--- config.mk ---
export PLATFORM = sky130hd
export DESIGN_NAME = lpffir_axis
export DESIGN_NICKNAME = d
export VERILOG_FILES = /design/src/hdl/lpffir_pkg.sv /design/src/hdl/lpffir_delay_line.sv /design/src/hdl/lpffir_sym_tap.sv /design/src/hdl/lpffir_adder_tree.sv /design/src/hdl/lpffir_core.sv /design/src/hdl/lpffir_axis.sv
export SDC_FILE = /design/constraint.sdc
export NUM_CORES = 1
export LEC_CHECK = 0
export ABC_AREA = 1
export BUFFER_PORTS_ARGS = -buffer_cell sky130_fd_sc_hd__buf_2
export CAP_MARGIN = 40
export CORE_ASPECT_RATIO = 1.5
export CORE_MARGIN = 2
export CORE_UTILIZATION = 55
export CTS_CLUSTER_DIAMETER = 120
export DETAILED_ROUTE_END_ITERATION = 10
export PLACE_DENSITY = 0.71
export SYNTH_ARGS = -nofsm -noshare
export SYNTH_HDL_FRONTEND = slang
export SYNTH_SLANG_ARGS = --single-unit
--- constraint.sdc ---
create_clock -name aclk_i -period 4.3 [get_ports aclk_i]
set_input_delay 0.43 -clock aclk_i [delete_from_list [all_inputs] [get_ports aclk_i]]
set_output_delay 0.43 -clock aclk_i [all_outputs]
set_load 0.05 [all_outputs]
--- src/hdl/lpffir_pkg.sv ---
package lpffir_pkg;

   ////////////////////////////////////////
   // Datapath sizes
   ////////////////////////////////////////

   // Input and output samples are signed two's complement
   localparam int LPFFIR_DATA_W = 16;

   // Coefficients are signed Q1.15
   localparam int LPFFIR_COEF_W = 16;

   // The filter is symmetric, so eight taps fold into four pairs
   localparam int LPFFIR_TAPS  = 8;
   localparam int LPFFIR_PAIRS = 4;

   // A 17-bit pre-add sum times a 16-bit coefficient
   localparam int LPFFIR_PROD_W = 33;

   // Two levels of addition over four products add two bits of growth
   localparam int LPFFIR_ACC_W = 35;

   ////////////////////////////////////////
   // Coefficients and scaling
   ////////////////////////////////////////

   // One value per mirrored pair, outer pair first and centre pair last
   // The coefficients sum to 24576, so the DC gain is 1.5 and large steps clip
   localparam logic signed [LPFFIR_COEF_W-1:0] LPFFIR_COEF [LPFFIR_PAIRS] = '{
      -16'sd1024,
      16'sd2048,
      16'sd9216,
      16'sd14336
   };

   // Fraction bits of the Q1.15 coefficients removed by rounding
   localparam int LPFFIR_FRAC = 15;

   // Beats from an accepted sample to its output
   // One for the delay line, one for the product, two for the adders, one to round
   localparam int LPFFIR_LATENCY = 5;

endpackage

--- src/hdl/lpffir_delay_line.sv ---
`timescale 1ns/1ps

module lpffir_delay_line
   import lpffir_pkg::*;
(
   input  logic                            aclk_i,
   input  logic                            rst_n_i,
   input  logic                            en_i,
   input  logic signed [LPFFIR_DATA_W-1:0] x_i,
   output logic signed [LPFFIR_DATA_W-1:0] taps_o [LPFFIR_TAPS]
);

   ////////////////////////////////////////
   // Sample history
   ////////////////////////////////////////

   // Position 0 holds the newest accepted sample, position 7 the oldest
   logic signed [LPFFIR_DATA_W-1:0] hist_q [LPFFIR_TAPS];

   // The history only moves on a beat, so a stalled stream freezes it
   always_ff @(posedge aclk_i or negedge rst_n_i) begin
      if (!rst_n_i) begin
         // Samples before the first beat count as zero
         for (int i = 0; i < LPFFIR_TAPS; i++) begin
            hist_q[i] <= '0;
         end
      end else if (en_i) begin
         hist_q[0] <= x_i;
         // Every older sample moves one place towards the end
         for (int i = 1; i < LPFFIR_TAPS; i++) begin
            hist_q[i] <= hist_q[i-1];
         end
      end
   end

   // All eight positions are visible to the tap cells at once
   always_comb begin
      for (int i = 0; i < LPFFIR_TAPS; i++) begin
         taps_o[i] = hist_q[i];
      end
   end

endmodule

--- src/hdl/lpffir_sym_tap.sv ---
`timescale 1ns/1ps

module lpffir_sym_tap
   import lpffir_pkg::*;
#(
   parameter int PAIR_IDX = 0
) (
   input  logic                            aclk_i,
   input  logic                            rst_n_i,
   input  logic                            en_i,
   input  logic signed [LPFFIR_DATA_W-1:0] near_i,
   input  logic signed [LPFFIR_DATA_W-1:0] far_i,
   output logic signed [LPFFIR_PROD_W-1:0] prod_o
);

   // Coefficient shared by both samples of this mirrored pair
   localparam logic signed [LPFFIR_COEF_W-1:0] COEF = LPFFIR_COEF[PAIR_IDX];

   // The pre-add carries one extra bit so that two full-scale samples never wrap
   logic signed [LPFFIR_DATA_W:0]   pre_sum;
   logic signed [LPFFIR_PROD_W-1:0] prod_d;

   // Both operands are signed, so they are sign extended to 17 bits first
   assign pre_sum = near_i + far_i;

   // Full-precision product, 17 by 16 bits
   assign prod_d = pre_sum * COEF;

   // Product register, the second stage of the filter latency
   always_ff @(posedge aclk_i or negedge rst_n_i) begin
      if (!rst_n_i) begin
         prod_o <= '0;
      end else if (en_i) begin
         prod_o <= prod_d;
      end
   end

endmodule

--- src/hdl/lpffir_adder_tree.sv ---
`timescale 1ns/1ps

module lpffir_adder_tree
   import lpffir_pkg::*;
(
   input  logic                            aclk_i,
   input  logic                            rst_n_i,
   input  logic                            en_i,
   input  logic signed [LPFFIR_PROD_W-1:0] prod_i [LPFFIR_PAIRS],
   output logic signed [LPFFIR_DATA_W-1:0] y_o
);

   ////////////////////////////////////////
   // Stage 1 and 2: pipelined sum
   ////////////////////////////////////////

   // Each pairwise sum grows by one bit over a product
   logic signed [LPFFIR_PROD_W:0]   sum_outer_q;
   logic signed [LPFFIR_PROD_W:0]   sum_inner_q;
   logic signed [LPFFIR_ACC_W-1:0]  acc_q;

   always_ff @(posedge aclk_i or negedge rst_n_i) begin
      if (!rst_n_i) begin
         sum_outer_q <= '0;
         sum_inner_q <= '0;
         acc_q       <= '0;
      end else if (en_i) begin
         // Outer two pairs and inner two pairs are summed side by side
         sum_outer_q <= prod_i[0] + prod_i[1];
         sum_inner_q <= prod_i[2] + prod_i[3];
         // Total of all four products, one beat later
         acc_q       <= sum_outer_q + sum_inner_q;
      end
   end

   ////////////////////////////////////////
   // Stage 3: round and saturate
   ////////////////////////////////////////

   logic signed [LPFFIR_ACC_W-1:0]  rounded;
   logic signed [LPFFIR_ACC_W-1:0]  scaled;
   logic                            fits_pos;
   logic                            fits_neg;
   logic signed [LPFFIR_DATA_W-1:0] y_d;

   // Half an output LSB is added, so ties round upwards
   assign rounded = acc_q + $signed(LPFFIR_ACC_W'(1) << (LPFFIR_FRAC - 1));

   // Arithmetic shift keeps the sign while dropping the fraction bits
   assign scaled = rounded >>> LPFFIR_FRAC;

   // The result fits when every bit above the output sign bit copies that sign
   assign fits_pos = ~|scaled[LPFFIR_ACC_W-1:LPFFIR_DATA_W-1];
   assign fits_neg = &scaled[LPFFIR_ACC_W-1:LPFFIR_DATA_W-1];

   always_comb begin
      if (fits_pos || fits_neg) begin
         y_d = scaled[LPFFIR_DATA_W-1:0];
      end else if (scaled[LPFFIR_ACC_W-1]) begin
         // Clip to the most negative sample
         y_d = {1'b1, {(LPFFIR_DATA_W-1){1'b0}}};
      end else begin
         // Clip to the most positive sample
         y_d = {1'b0, {(LPFFIR_DATA_W-1){1'b1}}};
      end
   end

   // Output register, the last stage of the filter latency
   always_ff @(posedge aclk_i or negedge rst_n_i) begin
      if (!rst_n_i) begin
         y_o <= '0;
      end else if (en_i) begin
         y_o <= y_d;
      end
   end

endmodule

--- src/hdl/lpffir_core.sv ---
`timescale 1ns/1ps

module lpffir_core
   import lpffir_pkg::*;
(
   input  logic                            aclk_i,
   input  logic                            rst_n_i,
   input  logic                            en_i,
   input  logic signed [LPFFIR_DATA_W-1:0] x_i,
   input  logic                            last_i,
   output logic signed [LPFFIR_DATA_W-1:0] y_o,
   output logic                            last_o
);

   // Delayed samples, newest first
   logic signed [LPFFIR_DATA_W-1:0] taps [LPFFIR_TAPS];

   // One registered product per mirrored pair
   logic signed [LPFFIR_PROD_W-1:0] prods [LPFFIR_PAIRS];

   ////////////////////////////////////////
   // Feeder
   ////////////////////////////////////////

   lpffir_delay_line u_delay_line (
      .aclk_i  (aclk_i),
      .rst_n_i (rst_n_i),
      .en_i    (en_i),
      .x_i     (x_i),
      .taps_o  (taps)
   );

   ////////////////////////////////////////
   // Symmetric tap cells
   ////////////////////////////////////////

   // Pair k folds sample k with its mirror 7-k, outer pair at k equal to 0
   for (genvar k = 0; k < LPFFIR_PAIRS; k++) begin : g_tap
      lpffir_sym_tap #(
         .PAIR_IDX (k)
      ) u_sym_tap (
         .aclk_i  (aclk_i),
         .rst_n_i (rst_n_i),
         .en_i    (en_i),
         .near_i  (taps[k]),
         .far_i   (taps[LPFFIR_TAPS-1-k]),
         .prod_o  (prods[k])
      );
   end

   ////////////////////////////////////////
   // Drain
   ////////////////////////////////////////

   lpffir_adder_tree u_adder_tree (
      .aclk_i  (aclk_i),
      .rst_n_i (rst_n_i),
      .en_i    (en_i),
      .prod_i  (prods),
      .y_o     (y_o)
   );

   // The last flag travels beside the datapath through as many enabled stages,
   // so it leaves together with the output of the sample it arrived with
   logic [LPFFIR_LATENCY-1:0] last_q;

   always_ff @(posedge aclk_i or negedge rst_n_i) begin
      if (!rst_n_i) begin
         last_q <= '0;
      end else if (en_i) begin
         last_q <= {last_q[LPFFIR_LATENCY-2:0], last_i};
      end
   end

   assign last_o = last_q[LPFFIR_LATENCY-1];

endmodule

--- src/hdl/lpffir_axis.sv ---
`timescale 1ns/1ps

module lpffir_axis
   import lpffir_pkg::*;
(
   input  logic                            aclk_i,
   input  logic                            rst_n_i,
   // Stream input
   input  logic                            rx_tlast_i,
   input  logic                            rx_tvalid_i,
   output logic                            rx_tready_o,
   input  logic signed [LPFFIR_DATA_W-1:0] rx_tdata_i,
   // Stream output
   output logic                            tx_tlast_o,
   output logic                            tx_tvalid_o,
   input  logic                            tx_tready_i,
   output logic signed [LPFFIR_DATA_W-1:0] tx_tdata_o
);

   // A beat needs a sample on the input and room on the output at once
   // With no buffering in between, the filter freezes whenever either side waits
   logic beat_en;

   assign beat_en = rx_tvalid_i && tx_tready_i;

   // Both handshakes complete in the same cycle as the beat
   assign rx_tready_o = beat_en;
   assign tx_tvalid_o = beat_en;

   lpffir_core u_core (
      .aclk_i  (aclk_i),
      .rst_n_i (rst_n_i),
      .en_i    (beat_en),
      .x_i     (rx_tdata_i),
      .last_i  (rx_tlast_i),
      .y_o     (tx_tdata_o),
      .last_o  (tx_tlast_o)
   );

endmodule

==> flow_metrics.tcl, run 1 <==
set metrics [dict create \
    status "finished clean" \
    core_region_area_um2 37340 \
    total_count_of_hold_check_failures_in_the_final_report 0 \
    leakagePower_nw 11.61 \
    net-switching-power_w 0.01027 \
    hold_path.startpoint "rx_tdata_i[0]" \
    pin_count_of_the_biggest_net_entering_global_routing 237 \
    h-tree-depth 1 \
    path_common_cell "sky130_fd_sc_hd__nand2_1" \
    timing.critical_path.fanout_max 3 \
    clk_pin_slew_worst_paths_ns 0.07 \
    power.share.switching_pct 49.15 \
    ys_types 48 \
    drv_cap 0 \
    detailedPlacementHpwl_um 41670 \
    finish.net_count 2967 \
    worst_r2r_startpoint "u_core.u_delay_line.taps_o[32]" \
    power.combinational.fraction_pct 64.4 \
    report.final.slew_viol_count 0 \
    dp_slack_ns -0.08999 \
    mean_post_synth_cell_area_um2 7.745 \
    min_delay_path_depth 3 \
    slew_headroom_pct 41.95 \
    routedWlPerCell_um 16.60 \
    fp.dieH_um 241.5 \
    globalRouteTotalUtil_pct 27.66 \
    ioPinCount 40 \
    detail_route.iter0.violations 1143 \
    critical_path.top_delay_family "adder cells" \
    max_freq_ghz 0.2405 \
    seq_area_frac_synth_pct 36.30 \
    cell_depth_of_the_worst_flop_to_flop_path 24 \
    power.sequential.fraction_pct 22.2 \
    reg2reg_setup_slack_ns 0.14 \
    clkLatencyLatePin_ns 0.59 \
    initial_cell_density_of_the_core_pct 55.38 \
    max-vdd-ir-drop_mv 0.4331 \
    detail-route-antenna-nets 0 \
    power_per_cell_area_nw_per_um2 916.6 \
    cts_buffer_depth 3 \
    post_synth_instance_area_um2 20680 \
    cts_num_sinks 300 \
    grt_overflow 0 \
    antenna_found_initial 0 \
    period_needed_ns 4.158 \
    port_buf_inserts 39 \
    placement.cell_area_um2 21510 \
    postSynth.topFlopCell "sky130_fd_sc_hd__dfrtp_1" \
    final_design_area_no_fill_um2 22800 \
    synth-warning-count 0 \
    row_count 87 \
    netlist_instances 2670 \
    hp-class "in2reg" \
    multiInputGateArea_um2 11820 \
    die_area_um2 39200 \
    worstPathArrival_ns 4.61 \
    synth-edff-count 0 \
    cp_cell_sequence "ha_2 -> inv_1 -> fa_1 -> inv_1 -> nand3_1 -> nand2_1 -> a21boi_1 -> o21ai_1 -> buf_4 -> buf_4 -> xor2_2 -> ha_1 -> ha_1 -> nand2_1 -> inv_1 -> nand2_1 -> o211ai_1 -> nand2_1 -> nand2_1 -> nand2_1 -> nand2_1 -> a21oi_2 -> xor2_1 -> o21ai_0" \
    clockRootBuffer "sky130_fd_sc_hd__clkbuf_16" \
    grt_pass1_vias 17720 \
    finalWeightedCongestion 0.9608 \
    vias 17680 \
    worst-slew-pin-transition_ns 0.8708 \
    layout_setup_ws_ns 0.1424 \
    totalPowerFinal_w 0.02090 \
    ys_async_sr_fraction_pct 100.0 \
    holdPathEnd "u_core.u_delay_line.taps_o[112]" \
    number_of_buffers_created_by_cts 31 \
    register_area_um2 7507 \
    grt_pass1_wl_um 86910 \
    finalSetupViolations 0 \
    cellInternalPower_w 0.01063 \
    die_w_um 162.3 \
    number_of_buffer_and_inverter_stages_on_the_critical_path 5 \
    period_share_pct 96.69 \
    cts_tree "done" \
    synth.ff_latch_count 300 \
    setup.worst_path.start_class "register" \
    rr_endpoint "u_core.g_tap[2].u_sym_tap.prod_o[26]" \
    flow.area_growth_from_synthesis_pct 10.28 \
    skew_ns 0.008362 \
    drt_drc_violations_left 0 \
    clockPowerShare_pct 13.5 \
    vias_per_cell 5.486 \
    nFillCells 3384 \
    antenna_cells 0 \
    worst_path_largest_cell_delay_ns 0.40 \
    timing.setup.critical_path_class "reg2reg" \
    postRouteWirelength_um 53500 \
    critical_path.slowest_cell "sky130_fd_sc_hd__fa_1" \
    critical_path_required_ns 4.76 \
    drt_pre_antenna_iters 9 \
    timing.critical_path.to_type "register" \
    postSynthNetCount 2926 \
    drive_above_1_share_pct 8.339 \
]
repair_timing:
item	CTS	global route
setup endpoints to repair	4	17
resized for setup	1	46
hold buffers	1	0
pin swaps	1	4
endpoints found under the hold margin	80	0
buffers inserted	1	2
per-stage QoR:
step / util (%) / hold slack (ns) / instances / setup TNS, ns
finish: 61.08 / 0.04267 / 3223 / 0
global route: 61.08 / 0.03321 / 3223 / -0.05747
CTS: 60.48 / 0.02081 / 3221 / 0
detailed placement: 57.61 / 0.4539 / 3163 / -0.1861
global placement: 57.61 / 0.4632 / 3163 / 0
floorplan: - / 0.1344 / 2670 / 0
area by class of cell:
cell class	instances	area share, %
clock buffers	41	3.830
clock inverters	15	0.8011
repair buffers	77	2.326
multi-input cells	1961	51.82
flip-flops and latches	300	32.92
well taps	489	2.683
inverters	340	5.618
cells in the final DEF, fill, tap and decap left out, drive strengths merged, types with 22 or more instances in the layout:
cell type / n
a21oi: 162
a31oi: 24
buf: 76
clkbuf: 41
dfrtp: 300
fa: 22
ha: 213
inv: 342
nand2: 708
nand3: 90
nand4: 29
nor2: 158
nor3: 22
o21ai: 309
xnor2: 54
xor2: 67
cells in the mapped netlist (2+ instances only):
cell type / n / share of area, %
sky130_fd_sc_hd__xnor2_1: 54 / 2.3
sky130_fd_sc_hd__a211oi_1: 5 / 0.18
sky130_fd_sc_hd__dfrtp_1: 300 / 36
sky130_fd_sc_hd__nand2_2: 13 / 0.39
sky130_fd_sc_hd__nand2_1: 694 / 13
sky130_fd_sc_hd__a31oi_1: 24 / 0.73
sky130_fd_sc_hd__a221oi_1: 3 / 0.13
sky130_fd_sc_hd__o21ai_0: 309 / 7.5
sky130_fd_sc_hd__inv_1: 339 / 6.2
sky130_fd_sc_hd__a31o_2: 5 / 0.21
sky130_fd_sc_hd__clkbuf_1: 53 / 0.96
sky130_fd_sc_hd__nor2_8: 2 / 0.19
sky130_fd_sc_hd__o21a_1: 8 / 0.29
sky130_fd_sc_hd__or2_2: 19 / 0.57
sky130_fd_sc_hd__a21oi_2: 10 / 0.42
sky130_fd_sc_hd__nor3_1: 21 / 0.51
sky130_fd_sc_hd__xor2_1: 67 / 2.8
sky130_fd_sc_hd__fa_1: 22 / 2.1
sky130_fd_sc_hd__a21o_1: 13 / 0.47
sky130_fd_sc_hd__a21boi_0: 9 / 0.33
sky130_fd_sc_hd__ha_1: 213 / 13
sky130_fd_sc_hd__nor2_1: 150 / 2.7
sky130_fd_sc_hd__nor2_2: 3 / 0.091
sky130_fd_sc_hd__nand4_1: 28 / 0.85
sky130_fd_sc_hd__o211a_1: 2 / 0.097
sky130_fd_sc_hd__o2111ai_1: 4 / 0.17
sky130_fd_sc_hd__o21bai_1: 13 / 0.47
sky130_fd_sc_hd__a21oi_1: 152 / 3.7
sky130_fd_sc_hd__buf_1: 11 / 0.20
sky130_fd_sc_hd__nand3_1: 89 / 2.2
sky130_fd_sc_hd__nor2_4: 3 / 0.16
sky130_fd_sc_hd__o31ai_1: 3 / 0.11
sky130_fd_sc_hd__nor4_1: 7 / 0.21
sky130_fd_sc_hd__o211ai_1: 5 / 0.18
sky130_fd_sc_hd__nand3b_1: 4 / 0.15
metal layers:
metal / wire length (um) / part of all wire (%) / track usage (%) / up-vias
li1: - / - / - / 8818
met1: 21260 / 40 / 31.54 / 8301
met2: 27560 / 52 / 51.33 / 406
met3: 1529 / 2.9 / 2.140 / 155
met4: 3144 / 5.9 / 14.94 / 0
met5: 0 / 0 / 0 / -
flip-flops by register name, summed over array words and instances, names as in the netlist:
signal                           count
u_core.u_adder_tree.acc_q           21
u_core.u_adder_tree.sum_outer_q     24
u_core.u_delay_line.taps_o         128
u_core.g_tap.u_sym_tap.prod_o       83
u_core.u_adder_tree.y_o             16
u_core.last_q                        5
u_core.u_adder_tree.sum_inner_q     23
worst max-delay path by stage:
stage	start	end	slack, ns	cells after the start
global placement	u_core.u_delay_line.taps_o[32]	u_core.g_tap[2].u_sym_tap.prod_o[30]	0.09	20
floorplan	u_core.u_delay_line.taps_o[32]	u_core.g_tap[2].u_sym_tap.prod_o[30]	0.42	24
finish	u_core.u_delay_line.taps_o[32]	u_core.g_tap[2].u_sym_tap.prod_o[26]	0.14	24
global route	u_core.u_delay_line.taps_o[32]	u_core.g_tap[2].u_sym_tap.prod_o[30]	-0.03	26
detailed placement	u_core.u_delay_line.taps_o[32]	u_core.g_tap[2].u_sym_tap.prod_o[30]	-0.09	20
CTS	u_core.u_delay_line.taps_o[32]	u_core.g_tap[2].u_sym_tap.prod_o[30]	0.01	24
tightest hold or removal path, cell delays in order:
cell	delay [ns]
sky130_fd_sc_hd__buf_2	0.07
sky130_fd_sc_hd__nand2_1	0.04
sky130_fd_sc_hd__o21ai_0	0.06
cell families (layout without fill, tap and decap cells):
kind of cell,after synthesis,in the layout,share of synthesized area [%]
AOI/OAI and AO/OA,565,565,14.95
xor gates and xnor gates,121,121,5.125
adders and majority gates,235,235,15.02
buffers and inverters,409,473,7.588
DFF,300,300,36.30
and+or+nand+nor,1040,1040,21.02
power groups by stage:
stage / clock network (W) / registers, W / logic [W]
after floorplan: 0 / 0.00452 / 0.00935
after global placement: 0 / 0.00465 / 0.0126
after detailed placement: 0 / 0.00467 / 0.0128
after CTS: 0.00286 / 0.00463 / 0.0130
after global routing: 0.00297 / 0.00474 / 0.0151
final: 0.00282 / 0.00463 / 0.0135
No activity file was read; power rests on OpenSTA's default activity.
==> inputs of run 2 (changes only) <==
Settings changed: CORE_UTILIZATION 55 to 51, PLACE_DENSITY 0.71 to 0.67.
==> flow_metrics.tcl, run 2 (synthesis results as in run 1) <==
set metrics [dict create \
    ioPinCount 40 \
    total_count_of_hold_check_failures_in_the_final_report 0 \
    worstPathArrival_ns 4.48 \
    h-tree-depth 2 \
    number_of_buffers_created_by_cts 34 \
    grt_pass1_vias 17640 \
    period_needed_ns 4.084 \
    placement.cell_area_um2 21520 \
    max_freq_ghz 0.2449 \
    clk_pin_slew_worst_paths_ns 0.06 \
    fp.dieH_um 250.6 \
    antenna_cells 0 \
    vias 17530 \
    fin_tns_setup_ns 0 \
    largest_register_ffs 128 \
    vias_per_cell 5.402 \
    routedWlPerCell_um 16.95 \
    core_region_area_um2 40090 \
    layout_common_cells "sky130_fd_sc_hd__nand2_1, sky130_fd_sc_hd__inv_1, sky130_fd_sc_hd__o21ai_0" \
    pin_count_of_the_biggest_net_entering_global_routing 250 \
    report.final.slew_viol_count 0 \
    cts_tree "done" \
    hp-class "in2reg" \
    drv_cap 0 \
    die_w_um 168.4 \
    layout.cells.most_common "sky130_fd_sc_hd__nand2_1" \
    slew_headroom_pct 35.25 \
    clkLatencyLatePin_ns 0.54 \
    drive_above_1_share_pct 9.273 \
    fin_util_pct 57.52 \
    status "finished clean" \
    final_design_area_no_fill_um2 23060 \
    postRouteWirelength_um 55020 \
    detail_route.iter0.violations 1149 \
    critical_path_required_ns 4.70 \
    detailedPlacementHpwl_um 42640 \
    cts_num_sinks 300 \
    clockRootBuffer "sky130_fd_sc_hd__clkbuf_16" \
    detail-route-antenna-nets 0 \
    finalWeightedCongestion 0.9279 \
    port_buf_inserts 39 \
    die_area_um2 42210 \
    antenna_found_initial 0 \
    timing.setup.critical_path_class "reg2reg" \
    globalRouteTotalUtil_pct 26.35 \
    grt_pass1_wl_um 89190 \
    flow.area_growth_from_synthesis_pct 11.51 \
    cts_buffer_depth 3 \
    timing.critical_path.fanout_max 4 \
    grt_overflow 0 \
    finish.net_count 2972 \
    row_count 90 \
    drt_drc_violations_left 0 \
    timing.critical_path.to_type "register" \
    skew_ns 0.02037 \
    finalSetupViolations 0 \
    period_share_pct 94.97 \
    drt_pre_antenna_iters 5 \
    worst-slew-pin-transition_ns 0.9713 \
    initial_cell_density_of_the_core_pct 51.58 \
    setup.worst_path.start_class "register" \
]
[run 2: layout make-up]
type	count	area, um2
fill	3735	17030
multi-input combinational	1961	11960
sequential	300	7507
inverter	340	1281
clock buffer	45	963.4
tap	506	633.1
timing repair buffer	79	558.0
clock inverter	14	155.1
[run 2: worst max-delay path: stages (launching register included)]
cell and delay [ns]:
sky130_fd_sc_hd__dfrtp_1 0.38, sky130_fd_sc_hd__ha_2 0.22, sky130_fd_sc_hd__inv_1 0.06, sky130_fd_sc_hd__fa_1 0.40
sky130_fd_sc_hd__inv_1 0.07, sky130_fd_sc_hd__nand3_1 0.07, sky130_fd_sc_hd__nand2_2 0.12, sky130_fd_sc_hd__a21boi_1 0.11
sky130_fd_sc_hd__xnor2_1 0.46, sky130_fd_sc_hd__ha_1 0.34, sky130_fd_sc_hd__ha_1 0.36, sky130_fd_sc_hd__nand3_1 0.11
sky130_fd_sc_hd__nand3_1 0.11, sky130_fd_sc_hd__nand2_1 0.09, sky130_fd_sc_hd__o211ai_1 0.20, sky130_fd_sc_hd__nand2_1 0.11
sky130_fd_sc_hd__nand2_1 0.10, sky130_fd_sc_hd__nand2_1 0.08, sky130_fd_sc_hd__nand2_1 0.09, sky130_fd_sc_hd__a21oi_2 0.17
sky130_fd_sc_hd__xor2_1 0.20, sky130_fd_sc_hd__o21ai_0 0.09
[run 2: path summary, 6_finish.rpt]
check                                                    start                                   end  slack, ns  depth (start not counted)
worst max-delay path            u_core.u_delay_line.taps_o[32]  u_core.g_tap[2].u_sym_tap.prod_o[26]       0.22                         21
worst min-delay path                            rx_tdata_i[14]       u_core.u_delay_line.taps_o[126]        0.1                          3
worst max register to register  u_core.u_delay_line.taps_o[32]  u_core.g_tap[2].u_sym_tap.prod_o[26]       0.22                         21
worst min register to register   u_core.u_delay_line.taps_o[6]         u_core.u_delay_line.taps_o[6]       0.48                          2
max in group asynchronous                              rst_n_i        u_core.u_delay_line.taps_o[71]       2.78                          3
min in group asynchronous                              rst_n_i         u_core.u_adder_tree.acc_q[26]       0.49                          2
[run 2: layer usage]
metal | vias up | GRT usage (%) | wire (um)
li1 | 8835 | - | -
met1 | 8266 | 29.61 | 21540
met2 | 312 | 49.83 | 29170
met3 | 118 | 2.670 | 1567
met4 | 0 | 11.77 | 2729
met5 | - | 0 | 0
[run 2: stage by stage]
step / hold slack (ns) / setup slack (ns) / std cells
3_3_place_gp: 0.4552 / 0.06066 / 3177
6_report: 0.09919 / 0.2163 / 3245
5_1_grt: 0.1071 / -0.04006 / 3245
4_1_cts: 0.08329 / 0.03143 / 3237
2_1_floorplan: 0.1344 / 0.4194 / 2670
3_5_place_dp: 0.4700 / -0.1140 / 3177
[run 2: what timing repair did]
| item | CTS | global route |
|---|---|---|
| hold buffers | 1 | 0 |
| pin swaps | 0 | 13 |
| buffers inserted | 0 | 8 |
| resized for setup | 5 | 73 |
| endpoints found under the setup margin | 10 | 19 |
| endpoints found under the hold margin | 93 | 0 |
Power of run 2 is not shown: default switching activity piles up to over one toggle a cycle in this logic, so the estimate is an artifact.
